**config.mk**
```make
export PLATFORM = sky130hd
export DESIGN_NAME = uart_top
export DESIGN_NICKNAME = d
export VERILOG_FILES = /design/src/uart_pkg.sv /design/src/uart_axil_regs.sv /design/src/uart_baud_gen.sv /design/src/uart_fifo.sv /design/src/uart_rx.sv /design/src/uart_top.sv /design/src/uart_tx.sv /design/src/uart_tx_queue.sv
export VERILOG_INCLUDE_DIRS = /design/src
export SDC_FILE = /design/constraint.sdc
export NUM_CORES = 1
export LEC_CHECK = 0
export BUFFER_PORTS_ARGS = -buffer_cell sky130_fd_sc_hd__buf_2
export CORE_ASPECT_RATIO = 0.75
export CORE_MARGIN = 5
export CORE_UTILIZATION = 45
export DETAILED_ROUTE_END_ITERATION = 8
export SETUP_SLACK_MARGIN = 0.05
export SLEW_MARGIN = 20
export SYNTH_ARGS = -nofsm -noshare
export SYNTH_HDL_FRONTEND = slang
export SYNTH_SLANG_ARGS = --single-unit
```
**constraint.sdc**
```tcl
create_clock -name clk -period 2.8 [get_ports clk]
set_input_delay 0 -clock clk [delete_from_list [all_inputs] [get_ports clk]]
set_output_delay 0 -clock clk [all_outputs]
set_load 0.1 [all_outputs]
```
**src/uart_consts.svh**
```systemverilog
`ifndef UART_CONSTS_SVH
`define UART_CONSTS_SVH

// clocks per baud_x4 strobe, one bit is four strobes
`define UART_BAUD_DIV4 4

// queue depths in entries
`define UART_TX_DEPTH 8
`define UART_RX_DEPTH 4

// register byte offsets in the 4-bit address space
`define UART_REG_TXDATA 4'h0
`define UART_REG_RXDATA 4'h4
`define UART_REG_STATUS 4'h8

// axi response codes
`define UART_RESP_OKAY   2'b00
`define UART_RESP_SLVERR 2'b10

`endif

```
**src/uart_pkg.sv**
```systemverilog
`default_nettype none

package uart_pkg;

	typedef logic [7:0] uart_byte_t; // one data byte on the line

	// receive queue entry; after_overrun sits in bit 8 of the packed value
	typedef struct packed {
		logic       after_overrun; // first byte kept after a dropped one
		uart_byte_t data;
	} uart_rx_entry_t;

	typedef struct packed {
		logic [3:0] addr;
	} axil_aw_t;

	typedef struct packed {
		logic [3:0] addr;
	} axil_ar_t;

	typedef struct packed {
		logic [31:0] data; // only the low byte is used, no strobes
	} axil_w_t;

	typedef struct packed {
		logic [31:0] data;
		logic [1:0]  resp;
	} axil_r_t;

	typedef struct packed {
		logic [1:0] resp;
	} axil_b_t;

endpackage

`default_nettype wire

```
**src/uart_axil_regs.sv**
```systemverilog
`default_nettype none

`include "uart_consts.svh"

module uart_axil_regs import uart_pkg::*; (
	input  logic       clk,
	input  logic       reset,
	input  axil_aw_t   aw,
	input  logic       aw_valid,
	output logic       aw_ready,
	input  axil_w_t    w,
	input  logic       w_valid,
	output logic       w_ready,
	output axil_b_t    b,
	output logic       b_valid,
	input  logic       b_ready,
	input  axil_ar_t   ar,
	input  logic       ar_valid,
	output logic       ar_ready,
	output axil_r_t    r,
	output logic       r_valid,
	input  logic       r_ready,
	output uart_byte_t tx_data,
	output logic       tx_push,
	input  logic       tx_space,
	input  uart_byte_t rx_data,
	input  logic       rx_valid
);
	logic           wr_accept;
	logic           rd_accept;
	logic           wr_tx;        // write aimed at TXDATA
	logic           rd_rx;        // accepted read of RXDATA
	logic           rd_status;    // accepted read of STATUS
	logic           rx_store;
	logic           rx_drop;
	logic           rx_not_empty;
	logic           rx_not_full;
	logic           overrun_q;    // sticky, cleared by a STATUS read
	logic           mark_q;       // next stored byte gets after_overrun
	uart_rx_entry_t rx_entry;
	uart_rx_entry_t rx_head;

	// one outstanding transaction per direction, a held response blocks its channel
	assign wr_accept = aw_valid && w_valid && !b_valid;
	assign aw_ready  = wr_accept;
	assign w_ready   = wr_accept;
	assign wr_tx     = (aw.addr == `UART_REG_TXDATA);
	assign tx_push   = wr_accept && wr_tx && tx_space; // full queue drops the byte
	assign tx_data   = w.data[7:0];

	assign rd_accept = ar_valid && !r_valid;
	assign ar_ready  = rd_accept;
	assign rd_rx     = rd_accept && (ar.addr == `UART_REG_RXDATA);
	assign rd_status = rd_accept && (ar.addr == `UART_REG_STATUS);

	// no back-pressure toward the receiver
	assign rx_store = rx_valid && rx_not_full;
	assign rx_drop  = rx_valid && !rx_not_full;
	assign rx_entry = '{after_overrun: mark_q, data: rx_data};

	uart_fifo #(
		.payload_t (uart_rx_entry_t),
		.DEPTH     (`UART_RX_DEPTH)
	) u_rx_fifo (
		.clk       (clk),
		.reset     (reset),
		.push      (rx_store),
		.push_data (rx_entry),
		.pop       (rd_rx && rx_not_empty), // pop in the accept cycle
		.pop_data  (rx_head),
		.not_empty (rx_not_empty),
		.not_full  (rx_not_full)
	);

	always_ff @(posedge clk or posedge reset) begin
		if (reset) begin
			b_valid   <= 1'b0;
			r_valid   <= 1'b0;
			overrun_q <= 1'b0;
			mark_q    <= 1'b0;
		end else begin
			if (wr_accept)
				b_valid <= 1'b1;
			else if (b_ready)
				b_valid <= 1'b0;
			if (rd_accept)
				r_valid <= 1'b1;
			else if (r_ready)
				r_valid <= 1'b0;
			// a fresh drop wins over a clearing read in the same cycle
			if (rx_drop)
				overrun_q <= 1'b1;
			else if (rd_status)
				overrun_q <= 1'b0;
			if (rx_drop)
				mark_q <= 1'b1;
			else if (rx_store)
				mark_q <= 1'b0;
		end
	end

	// response payloads, captured on the handshake
	always_ff @(posedge clk) begin
		if (wr_accept)
			b.resp <= (wr_tx && tx_space) ? `UART_RESP_OKAY : `UART_RESP_SLVERR;
		if (rd_accept) begin
			r.data <= '0; // errors return zero
			r.resp <= `UART_RESP_SLVERR;
			if (rd_rx && rx_not_empty) begin
				r.data <= {23'b0, rx_head}; // after_overrun lands in bit 8
				r.resp <= `UART_RESP_OKAY;
			end else if (rd_status) begin
				r.data <= {29'b0, overrun_q, rx_not_empty, tx_space};
				r.resp <= `UART_RESP_OKAY;
			end
		end
	end

endmodule

`default_nettype wire

```
**src/uart_baud_gen.sv**
```systemverilog
`default_nettype none

`include "uart_consts.svh"

module uart_baud_gen (
	input  logic clk,
	input  logic reset,
	output logic baud_x4, // one clock every UART_BAUD_DIV4 clocks
	output logic baud_x1  // every fourth baud_x4, marks a bit boundary
);
	localparam int CNT_W = ($clog2(`UART_BAUD_DIV4) > 0) ? $clog2(`UART_BAUD_DIV4) : 1;

	logic [CNT_W-1:0] div_q;   // clock divider
	logic [1:0]       phase_q; // counts x4 strobes within one bit
	logic             wrap;

	assign wrap = (div_q == CNT_W'(`UART_BAUD_DIV4 - 1));

	always_ff @(posedge clk or posedge reset) begin
		if (reset) begin
			div_q   <= '0;
			phase_q <= '0;
			baud_x4 <= 1'b0;
			baud_x1 <= 1'b0;
		end else begin
			div_q   <= wrap ? '0 : div_q + 1'b1;
			baud_x4 <= wrap;
			baud_x1 <= wrap && (phase_q == 2'd3); // registered so it lines up with baud_x4
			if (wrap)
				phase_q <= phase_q + 1'b1;
		end
	end

	// the transmitter and receiver assume the bit strobe is always also an x4 strobe
	a_x1_in_x4: assert property (@(posedge clk) disable iff (reset) baud_x1 |-> baud_x4);

endmodule

`default_nettype wire

```
**src/uart_fifo.sv**
```systemverilog
`default_nettype none

module uart_fifo #(
	parameter type payload_t = logic [7:0],
	parameter int  DEPTH     = 4
) (
	input  logic     clk,
	input  logic     reset,
	input  logic     push,
	input  payload_t push_data,
	input  logic     pop,
	output payload_t pop_data,   // head entry, valid while not_empty
	output logic     not_empty,
	output logic     not_full
);
	localparam int PTR_W = (DEPTH > 1) ? $clog2(DEPTH) : 1;
	localparam int CNT_W = $clog2(DEPTH + 1);

	payload_t         mem [DEPTH];
	logic [PTR_W-1:0] rd_ptr;
	logic [PTR_W-1:0] wr_ptr;
	logic [CNT_W-1:0] count;

	// wraps at DEPTH so the depth need not be a power of two
	function automatic logic [PTR_W-1:0] ptr_next(input logic [PTR_W-1:0] ptr);
		return (ptr == PTR_W'(DEPTH - 1)) ? '0 : ptr + 1'b1;
	endfunction

	always_ff @(posedge clk) begin
		if (push)
			mem[wr_ptr] <= push_data;
	end

	always_ff @(posedge clk or posedge reset) begin
		if (reset) begin
			rd_ptr <= '0;
			wr_ptr <= '0;
			count  <= '0;
		end else begin
			if (push)
				wr_ptr <= ptr_next(wr_ptr);
			if (pop)
				rd_ptr <= ptr_next(rd_ptr);
			case ({push, pop})
				2'b10:   count <= count + 1'b1;
				2'b01:   count <= count - 1'b1;
				default: count <= count; // both or neither
			endcase
		end
	end

	assign pop_data  = mem[rd_ptr];
	assign not_empty = (count != '0);
	assign not_full  = (count != CNT_W'(DEPTH));

	// callers gate on the flags, these catch a caller that does not
	a_no_overflow:  assert property (@(posedge clk) disable iff (reset) push |-> not_full);
	a_no_underflow: assert property (@(posedge clk) disable iff (reset) pop |-> not_empty);

endmodule

`default_nettype wire

```
**src/uart_rx.sv**
```systemverilog
`default_nettype none

module uart_rx import uart_pkg::*; (
	input  logic       clk,
	input  logic       reset,
	input  logic       baud_x4,
	input  logic       serial,   // asynchronous line
	output uart_byte_t rx_data,
	output logic       rx_valid  // one clock per good frame
);
	logic [1:0] sync_q;   // two-flop synchronizer
	logic       serial_s;
	logic [5:0] state_q;  // bit count in 5:2, phase in 1:0
	logic [3:0] bit_count;
	logic [1:0] bit_phase;
	logic       sample;
	logic       start_bit;
	logic       stop_bit;
	logic       idle;
	logic       framing_err;
	logic [8:0] shift_q;  // data bits plus the stop bit at the top

	assign serial_s  = sync_q[1];
	assign bit_count = state_q[5:2];
	assign bit_phase = state_q[1:0];

	// phase 1 lands near the middle of the bit, the edge was seen at phase 0
	assign sample      = (bit_phase == 2'd1);
	assign start_bit   = sample && (bit_count == 4'd0);
	assign stop_bit    = sample && (bit_count == 4'd9);
	assign idle        = (state_q == '0) && serial_s;
	assign framing_err = (start_bit && serial_s) || (stop_bit && !serial_s);

	always_ff @(posedge clk or posedge reset) begin
		if (reset) begin
			sync_q <= 2'b11; // line idles high
		end else begin
			sync_q <= {sync_q[0], serial};
		end
	end

	always_ff @(posedge clk or posedge reset) begin
		if (reset) begin
			state_q  <= '0;
			rx_valid <= 1'b0;
		end else begin
			rx_valid <= 1'b0;
			if (baud_x4) begin
				// a glitch start or a low stop bit both go back to hunting
				if (idle || framing_err || stop_bit)
					state_q <= '0;
				else
					state_q <= state_q + 1'b1;
				rx_valid <= stop_bit && !framing_err; // bad frames vanish
			end
		end
	end

	// start, eight data and stop samples all pass through, lsb first
	always_ff @(posedge clk) begin
		if (baud_x4 && sample)
			shift_q <= {serial_s, shift_q[8:1]};
	end

	assign rx_data = shift_q[7:0];

	// the register block pushes on every strobe clock, a wide strobe would store twice
	a_valid_pulse: assert property (@(posedge clk) disable iff (reset) rx_valid |=> !rx_valid);

endmodule

`default_nettype wire

```
**src/uart_top.sv**
```systemverilog
`default_nettype none

module uart_top import uart_pkg::*; (
	input  logic     clk,
	input  logic     reset,
	input  axil_aw_t aw,
	input  logic     aw_valid,
	output logic     aw_ready,
	input  axil_w_t  w,
	input  logic     w_valid,
	output logic     w_ready,
	output axil_b_t  b,
	output logic     b_valid,
	input  logic     b_ready,
	input  axil_ar_t ar,
	input  logic     ar_valid,
	output logic     ar_ready,
	output axil_r_t  r,
	output logic     r_valid,
	input  logic     r_ready,
	output logic     serial_out,
	input  logic     serial_in
);
	uart_byte_t tx_data;
	uart_byte_t rx_data;
	logic       tx_push;
	logic       tx_space;
	logic       rx_valid;
	logic       baud_x4;
	logic       baud_x1;

	uart_axil_regs u_regs (
		.clk, .reset,
		.aw, .aw_valid, .aw_ready,
		.w, .w_valid, .w_ready,
		.b, .b_valid, .b_ready,
		.ar, .ar_valid, .ar_ready,
		.r, .r_valid, .r_ready,
		.tx_data, .tx_push, .tx_space,
		.rx_data, .rx_valid
	);

	uart_baud_gen u_baud (.clk, .reset, .baud_x4, .baud_x1);

	uart_tx_queue u_tx_queue (
		.clk, .reset, .baud_x1,
		.tx_data, .tx_push, .tx_space,
		.serial (serial_out)
	);

	uart_rx u_rx (.clk, .reset, .baud_x4, .serial (serial_in), .rx_data, .rx_valid);

endmodule

`default_nettype wire

```
**src/uart_tx.sv**
```systemverilog
`default_nettype none

module uart_tx import uart_pkg::*; (
	input  logic       clk,
	input  logic       reset,
	input  logic       baud_x1,
	input  uart_byte_t data,
	input  logic       load,   // one clock, only while ready
	output logic       ready,
	output logic       serial
);
	// {stop, data, start}, shifted out lsb first
	// the stop bit marks the register as busy, so all zero means empty
	logic [9:0] shift_q;
	logic       serial_n_q; // line is stored inverted so reset gives idle high

	assign serial = ~serial_n_q;

	always_ff @(posedge clk or posedge reset) begin
		if (reset) begin
			shift_q    <= '0;
			serial_n_q <= 1'b0;
			ready      <= 1'b1;
		end else if (load) begin
			shift_q <= {1'b1, data, 1'b0};
			ready   <= 1'b0; // drops the cycle after load
		end else if (baud_x1) begin
			if (shift_q == '0) begin
				serial_n_q <= 1'b0; // back to idle once the stop bit has run its period
				ready      <= 1'b1;
			end else begin
				serial_n_q <= ~shift_q[0];
			end
			shift_q <= {1'b0, shift_q[9:1]};
		end
	end

	// the drain logic in the queue must wait for ready, a load mid frame corrupts it
	a_load_ready: assert property (@(posedge clk) disable iff (reset) load |-> ready);

endmodule

`default_nettype wire

```
**src/uart_tx_queue.sv**
```systemverilog
`default_nettype none

`include "uart_consts.svh"

module uart_tx_queue import uart_pkg::*; (
	input  logic       clk,
	input  logic       reset,
	input  logic       baud_x1,
	input  uart_byte_t tx_data,
	input  logic       tx_push,  // one clock, only with tx_space
	output logic       tx_space,
	output logic       serial
);
	uart_byte_t head;
	logic       queued;    // queue has a byte waiting
	logic       tx_ready;
	logic       load_q;    // pops the queue and loads the transmitter together

	uart_fifo #(
		.payload_t (uart_byte_t),
		.DEPTH     (`UART_TX_DEPTH)
	) u_fifo (
		.clk       (clk),
		.reset     (reset),
		.push      (tx_push),
		.push_data (tx_data),
		.pop       (load_q),
		.pop_data  (head),
		.not_empty (queued),
		.not_full  (tx_space)
	);

	// ready only falls the cycle after a load, so skip the cycle following one
	always_ff @(posedge clk or posedge reset) begin
		if (reset)
			load_q <= 1'b0;
		else
			load_q <= queued && tx_ready && !load_q;
	end

	uart_tx u_tx (
		.clk     (clk),
		.reset   (reset),
		.baud_x1 (baud_x1),
		.data    (head),    // head stays put until the pop
		.load    (load_q),
		.ready   (tx_ready),
		.serial  (serial)
	);

endmodule

`default_nettype wire
```
==> reports/results.txt, run 1 <==
Measured in cells, the most critical reg-to-reg path has a length of 11. The total overflow left after global routing is 0. Setup repair after global routing left no endpoint under its margin.

The count of final max-slew check failures was 0; the setup TNS was 0 ns. For the DRC violation count after routing, the log shows 0. The arrival time at the worst endpoint was 2.74 ns.

The synthesized design contains 120 enable-type register cells. The number of DRC violations after detailed-routing iteration 0 is 174, and the power density over cell area is 875 mW/mm^2. Cells fill 53.9% of the core in the end.

TritonCTS built the clock tree. The area growth from synthesis to layout works out to 16.9%. The worst setup path is of the flop to flop kind.

The number of global-route vias before repair is 3,684. The proportion of layout cells with a drive suffix above 1 was 24.0%; the post-layout instance count excluding filler cells was 735. The synthesized design devotes to its leading area cell type 51.0% of total area. Area of all sequential standard cells: 0.00483 mm^2.

The run gives 584 as the final-stage net count. The most common flop cell mapped by yosys was edfxtp_1. The post-synthesis instance area was 0.00707 mm^2; the post-synthesis register bit count was 169. The flow ran to the end, and the final reports show no timing, DRC or antenna violations.

By area the synthesized netlist is led by edfxtp_1 51%, dfrtp_1 16%, mux4_2 8.0%, ha_1 3.2%, buf_4 3.0%. The synthesized area per cell is 16.1 um^2, and the overall die area is 0.0183 mm^2. The analysis attributes to cell leakage a power of 3.14 nW. In this run the remaining antenna-violating nets after routing total 0. The routed design has 12,000 um of wire. For this run, asynchronously set or reset flops after synthesis account for 29.0%. The run gives 39 as the cell row count. For the pin with the worst max-slew slack, the measured transition is 0.758 ns. In this run the critical register-to-register path is launched from u_tx_queue.u_fifo.count[1]$_DFFE_PP0P_. The final cell area excluding filler cells is 0.00827 mm^2. For the tightest slew margin relative to the limit, the log shows 49.5%. The share of synthesized area occupied by flip-flops and latches is 68.4%, and the per-cell via count in the routed design is 4.99. The worst setup path is launched from a flop. The die is 155 um wide. The starting density of the core came out at 46.1%. For this design the top-level I/O count stands at 90. The run gives 0 as the number of hold violations in the final report.

Clock tree synthesis found a total of 169 sinks. The required time of the worst setup path was 3.10 ns. Dividing the detail-routed wire length by the instance count gives 16.3 um.

Input and output buffers added on the ports amount to 40. Worst min-delay path startpoint: aw_valid. The biggest area contributor in the post-synthesis netlist is edfxtp_1. Clock-pin slew was measured on the worst setup and hold paths at 0.06 ns. CTS placed an instance of clkbuf_16 at the clock tree root. Measured along the y axis, the die boundary spans 119 um. In this run the worst path has a maximum fanout of 8.

Across all setup checks in the final design, the least slack found is 0.353 ns. The first-pass GRT wire length is 19,500 um, and the HPWL after detailed placement is 7820 um. The largest net degree at the start of global routing was 28.

The Yosys step of the flow raised 0 warnings. The clock passes through at most 2 buffers. Counting instances in the post-synthesis netlist gives the leading cell types as 120 x edfxtp_1, 46 x dfrtp_1, 28 x buf_4. The distinct cell type count of the synthesized netlist was 51; the share of the clock period used by the worst path was 87.4%.

The number of cells in the design after placement was 683. The number of antenna diodes in the final layout is 0. The H-tree was split into 4 levels. The run gives 444 uV as the peak supply drop. After filler insertion, the fill cell instance count of the layout stands at 1,197.

The routability congestion estimate came out at 0.767. The post-place instance area is 0.00746 mm^2. At the later pin of the worst-skew pair, clock insertion delay measures 0.42 ns. The tools report the sort of element at the end of the critical path as a flop. The first detailed-routing pass took 6 iterations. Static timing analysis puts the maximum clock frequency at 0.409 GHz. The most used standard cell by instance count after synthesis is edfxtp_1. The overall via count from detail_route was 3,664. The routed design could run at a clock period as short as 2.45 ns. The worst clock skew on the final layout was 0.00840 ns. Number of antenna violations at the first check in global routing: 0.

Tracing the worst setup path back leads to its startpoint at u_tx_queue.u_fifo.count[1]$_DFFE_PP0P_. The number of cells on the worst hold path is 3, and the final setup violation count is 0. The core area came out at 0.0153 mm^2. Prior to clock tree synthesis, the placed netlist has a worst setup slack of 0.391 ns. The tools report the synthesized instance count as 440. The path class of the tightest hold or removal check is input pin to flop. Clock tree synthesis inserted a total of 17 buffers. The number of max-capacitance violations reported was 0. Global routing consumed, over all layers together, 13.8% of the routing resources. The multi-input logic area is 0.00199 mm^2.
## layout by cell type (no fill, tap or decap), types with 3 or more instances in the layout
| master | instances |
|---|---|
| clkinvlp_4 | 4 |
| mux2i_1 | 11 |
| nand2_1 | 13 |
| clkbuf_16 | 17 |
| buf_4 | 14 |
| buf_2 | 40 |
| nor3_1 | 4 |
| mux2_2 | 3 |
| nand3_1 | 3 |
| o22ai_1 | 3 |
| xor2_1 | 6 |
| nand2b_1 | 8 |
| inv_1 | 18 |
| and3_1 | 8 |
| mux4_2 | 25 |
| dlygate4sd3_1 | 20 |
| mux2_4 | 3 |
| xnor2_1 | 4 |
| nor4_1 | 3 |
| bufinv_16 | 3 |
| ha_1 | 18 |
| a211oi_1 | 9 |
| dfstp_2 | 3 |
| edfxtp_1 | 120 |
| nor2_1 | 20 |
| and2_1 | 6 |
| conb_1 | 25 |
| nor2b_1 | 13 |
| o21ai_0 | 11 |
| dfrtp_1 | 46 |
| a21oi_1 | 11 |
## report_power, final
| group | switching, mW | internal (mW) |
|---|---|---|
| logic | 0.819 | 0.681 |
| clock network | 0.946 | 1.41 |
| registers | 0.385 | 2.99 |
| total | 2.15 | 5.08 |
## area by class of cell
cell class / count / share of cell area [%]
Sequential cell: 169 / 58.5
Multi-Input combinational cell: 235 / 24.1
Timing Repair Buffer: 74 / 6.12
Clock buffer: 19 / 5.24
Tap cell: 205 / 3.10
Clock inverter: 13 / 2.04
Inverter: 20 / 0.954
## metrics by stage
step	power, mW	hold WS, ns
6_report	7.23	0.0236
2_1_floorplan	4.60	0.00448
3_5_place_dp	4.91	0.0485
3_3_place_gp	4.88	0.0423
4_1_cts	7.32	0.00701
5_1_grt	7.61	0.0300
## metal layers
| metal | global-route usage [%] | vias to the layer above | share of wire [%] |
|---|---|---|---|
| li1 | - | 1754 | - |
| met1 | 21.0 | 1810 | 52 |
| met2 | 19.2 | 86 | 42 |
| met3 | 3.36 | 14 | 5.5 |
| met4 | 5.46 | 0 | 1.4 |
| met5 | 0 | - | 0 |
## worst paths after layout
| kind | end | slack (ns) |
|---|---|---|
| worst max-delay path | u_tx_queue.u_fifo.count[2]$_DFFE_PP0P_ | 0.35 |
| worst min-delay path | u_regs.b[1]$_DFFE_PP_ | 0.02 |
| worst max register to register | u_tx_queue.u_fifo.count[2]$_DFFE_PP0P_ | 0.35 |
| worst min register to register | u_rx.sync_q[1]$_DFF_PP1_ | 0.36 |
| max in group asynchronous | u_tx_queue.u_tx.ready$_DFFE_PP1P_ | 2.01 |
| min in group asynchronous | u_baud.baud_x4$_DFF_PP0_ | 0.15 |
## cells by family after synthesis
family          after synthesis  synth area share [%]
flops                       169                  68.4
simple gates                 93                  7.22
mux                          44                  11.0
buf+inv                      60                  4.83
compound gates               44                  3.86
fa+ha+maj                    19                  3.47
xor+xnor                     10                  1.24
other cells                   1                0.0530
## what timing repair did
action                                 CTS  global route
hold buffers                            20             0
gates resized for setup                  0             0
endpoints found under the hold margin   91             0
setup buffers                            0             0
## sequential cells by signal, indices dropped and copies added (netlist names), 3 cells and up
name,cells
u_regs.u_rx_fifo.count,3
u_regs.u_rx_fifo.mem,36
u_tx_queue.u_fifo.mem,64
u_rx.shift_q,9
u_rx.state_q,6
u_regs.r,10
u_tx_queue.u_fifo.wr_ptr,3
u_tx_queue.u_fifo.count,4
u_tx_queue.u_fifo.rd_ptr,3
u_tx_queue.u_tx.shift_q,10
## critical path, cell delays in order (launching register included)
cell and delay (ns):
dfrtp_1 0.45, or4b_4 0.56, nand2_2 0.09, nor2_2 0.07
inv_1 0.10, ha_1 0.26, xor2_1 0.10, ha_1 0.19
a21oi_1 0.15, xor2_1 0.15, nor2_1 0.06, xor2_1 0.14
No activity file was read; power rests on OpenSTA's default activity.
==> run 2, diff against run 1 <==
--- a/config.mk
+++ b/config.mk
@@ -10,6 +10,7 @@
 export CORE_ASPECT_RATIO = 0.75
 export CORE_MARGIN = 5
 export CORE_UTILIZATION = 45
+export CTS_BUF_LIST = sky130_fd_sc_hd__clkbuf_8
 export DETAILED_ROUTE_END_ITERATION = 8
 export SETUP_SLACK_MARGIN = 0.05
 export SLEW_MARGIN = 20
==> run 2 against run 1 <==
Clock skew rose by 0.0042 ns; sequential power barely moved; setup slack got worse by 0.0014 ns; core utilization fell by 1.1 points; global-route usage rose by 0.097 points.
==> reports/results.txt, run 2 (same netlist as run 1, synthesis figures left out) <==
The tools report the largest net degree at the start of global routing as 28 (unchanged). The total track usage was 13.9% (+0.097 points); the post-place instance area was 0.00746 mm^2 (unchanged). Time the worst path needs with I/O delays and setup: 2.45 ns (+0.00141 ns). The proportion of total power due to net switching came out at 31.4% (+1.7 points).

STA classifies the critical path startpoint as a flop. The DRC violation count after routing is 0 (unchanged). The worst register-to-register path ends at u_tx_queue.u_fifo.count[2]$_DFFE_PP0P_. The clock buffer count from CTS came out at 17 (unchanged). The final setup violation count is 0 (unchanged), and the number of buffers inserted to repair setup after CTS is 0 (unchanged). Required time of the worst setup path: 3.13 ns (+0.03 ns).

The final-stage net count was 586 (+0.34%). Most common cell after layout, fill and taps aside: edfxtp_1. The tools report the core area as 0.0153 mm^2 (unchanged).

The aggregate global routing overflow came out at 0 (unchanged). The combinational share of power came out at 22.7% (+2.0 points). Worst reg-to-reg setup slack: 0.35 ns (about the same). The number of gates resized after cts is 0 (unchanged).

The clock latency at the later pin of the worst-skew pair was 0.45 ns (+0.03 ns); the sink count of the clock tree was 169 (unchanged). The logs give 0 (unchanged) for the number of max-capacitance violations reported and 4.56 mW (-10%) for the internal portion of total power. The run gives 2.78 ns (+0.04 ns) as the arrival time at the worst endpoint. The critical path starts at u_tx_queue.u_fifo.count[1]$_DFFE_PP0P_. The starting density of the core was 46.1% (unchanged); the largest stage delay on the critical path was 0.56 ns (about the same). The clock transition at the register clock pins on the worst setup and hold paths after CTS works out to 0.09 ns (+0.03 ns). In this run the clock root is driven by a clkbuf_8. The number of hold violations in the final report is 0 (unchanged), and the average wire per standard cell is 16.4 um (+0.60%). The flow ran to the end, and the final reports show no timing, DRC or antenna violations. The tightest slew margin relative to the limit is 49.7% (+0.22 points), and the maximum achievable frequency is 0.408 GHz (about the same).

The total wirelength of the detailed-routed design was 12,100 um (+0.88%). The share of the clock period used by the worst path was 87.5% (about the same). The transition time of the tightest slew-check pin was 0.754 ns (-0.00337 ns). Critical path class: flop to flop.

Setup repair after global routing left no endpoint under its margin. The number of antenna violations at the first check in global routing was 0 (unchanged). Last element of the critical path: u_tx_queue.u_fifo.count[2]$_DFFE_PP0P_. TritonCTS built the clock tree. The critical register-to-register path startpoint is u_tx_queue.u_fifo.count[1]$_DFFE_PP0P_. The largest fanout of any net on the critical path was 8 (unchanged); the cell row count was 39 (unchanged). Worst clock skew on the final layout: 0.0126 ns (+0.00423 ns). The logs give 0 (unchanged) for the count of inserted antenna diode cells and 50.8% (+4.2 points) for the sequential share of power. The routability congestion estimate is 0.767 (unchanged), and the height of the chip is 119 um (unchanged). The number of DRC violations after detailed-routing iteration 0 was 199 (+14%); the I/O pin total was 90 (unchanged).

Per-cell via count in the routed design: 4.98 (-0.19%). The cell type with the highest occurrence count on the critical path was xor2_1. The proportion of layout cells with a drive suffix above 1 came out at 23.9% (-0.090 points).

The top cell types in the final layout, fill and taps aside, are 120 x edfxtp_1, 46 x dfrtp_1, 40 x buf_2, 25 x mux4_2, 25 x conb_1. The largest registers in the layout are u_tx_queue.u_fifo.mem: 64 flops, u_regs.u_rx_fifo.mem: 36 flops. The final cell area excluding filler cells came out at 0.00809 mm^2 (-2.1%). The overall die area is 0.0183 mm^2 (unchanged), and the number of flip-flops under the largest register name is 64 (unchanged). The x dimension of the die was 155 um (unchanged); the count of final max-slew check failures was 0 (unchanged). The tools report the sort of element at the end of the critical path as a flop. The slowest stage of the critical path belongs to the cell or4b_4. The register with the most flip-flops is u_tx_queue.u_fifo.mem. The clock network fraction of design power was 26.5% (-6.1 points). The worst-case clock buffer depth is 2 (unchanged), and the switching component of the power is 2.08 mW (-3.1%). The tools report the overall via count from detail_route as 3,667 (+0.082%).

The count of port buffers added during placement was 40 (unchanged). The level count of the clock H-tree came out at 4 (unchanged). Relative to the synthesized area, the layout overhead comes to 14.5%. HPWL after detailed placement: 7820 um (unchanged). The first-pass GRT wire length is 19,500 um (about the same), and the number of search-and-repair iterations in the first detailed-routing pass is 4 (-2). The logic depth of the worst register-to-register path is 11 (unchanged), and the cell leakage power is 3.06 nW (-2.5%).

For the number of global-route vias before repair, the log shows 3,702 (+0.49%). The signal on the critical path passes through or4b_4 -> nand2_2 -> nor2_2 -> inv_1 -> ha_1 -> xor2_1 -> ha_1 -> a21oi_1 -> xor2_1 -> nor2_1 -> xor2_1. The power density over cell area is 820 mW/mm^2 (-6.3%). The overall power is 6.64 mW (-8.2%). The class of the worst hold path is input pin to flop. The setup TNS is 0 ns (unchanged), and the post-detailed-route count of antenna-violating nets is 0 (unchanged). For the peak supply drop, the log shows 355 uV (-20%).
## run 2: cell type report
cell class / instances / area (um^2)
Multi-Input combinational cell: 235 / 1990
Tap cell: 205 / 256
Inverter: 20 / 78.8
Clock inverter: 15 / 176
Clock buffer: 17 / 234
Timing Repair Buffer: 76 / 526
Fill cell: 1228 / 7230
Sequential cell: 169 / 4830
## run 2: timing repair
action / CTS / global route
hold buffers: 23 / 0
setup endpoints to repair: 0 / 1
hold endpoints to repair: 126 / 0
## run 2: how the worst min path moves through the flow
stage                    from                           to  depth (start not counted)
floorplan           serial_in     u_rx.sync_q[0]$_DFF_PP1_                          0
global placement        reset  u_rx.state_q[0]$_DFFE_PP0P_                          2
detailed placement      reset  u_rx.state_q[0]$_DFFE_PP0P_                          2
CTS                     ar[3]        u_regs.r[3]$_DFFE_PP_                          4
global route            ar[1]    u_regs.r[6]$_SDFFCE_PP0P_                          3
finish                  ar[1]    u_regs.r[7]$_SDFFCE_PP0P_                          3
## run 2: metrics by stage
stage	util (%)	instances	setup slack, ns	hold WS, ns
3_3_place_gp	48.7	683	0.394	0.0423
2_1_floorplan	-	464	0.0517	0.00448
4_1_cts	52.9	738	0.0624	0.00135
6_report	52.8	737	0.351	0.0167
3_5_place_dp	48.7	683	0.391	0.0485
5_1_grt	52.8	737	0.168	0.00369
## run 2: power groups by stage
stage | clock (mW) | combinational (mW) | sequential (mW)
finish | 1.76 | 1.51 | 3.37
global route | 1.92 | 1.65 | 3.44
CTS | 1.82 | 1.52 | 3.38
detailed placement | 0 | 1.49 | 3.43
global placement | 0 | 1.46 | 3.42
floorplan | 0 | 1.28 | 3.32
## run 2: per-layer routing
| metal | GRT usage [%] | share of wire (%) |
|---|---|---|
| met5 | 0 | 0 |
| met4 | 5.63 | 1.1 |
| met3 | 3.22 | 5.6 |
| met2 | 19.3 | 42 |
| met1 | 21.2 | 51 |
## run 2: critical path, delay by kind of cell, from the launching register on
| family | cells | cell delay (ns) |
|---|---|---|
| AND/OR/NAND/NOR | 4 | 0.78 |
| buffers and inverters | 1 | 0.10 |
| AO/OA/AOI/OAI | 1 | 0.15 |
| adder cells (fa/ha/maj) | 2 | 0.45 |
| XOR/XNOR | 3 | 0.39 |
| flip-flops | 1 | 0.46 |
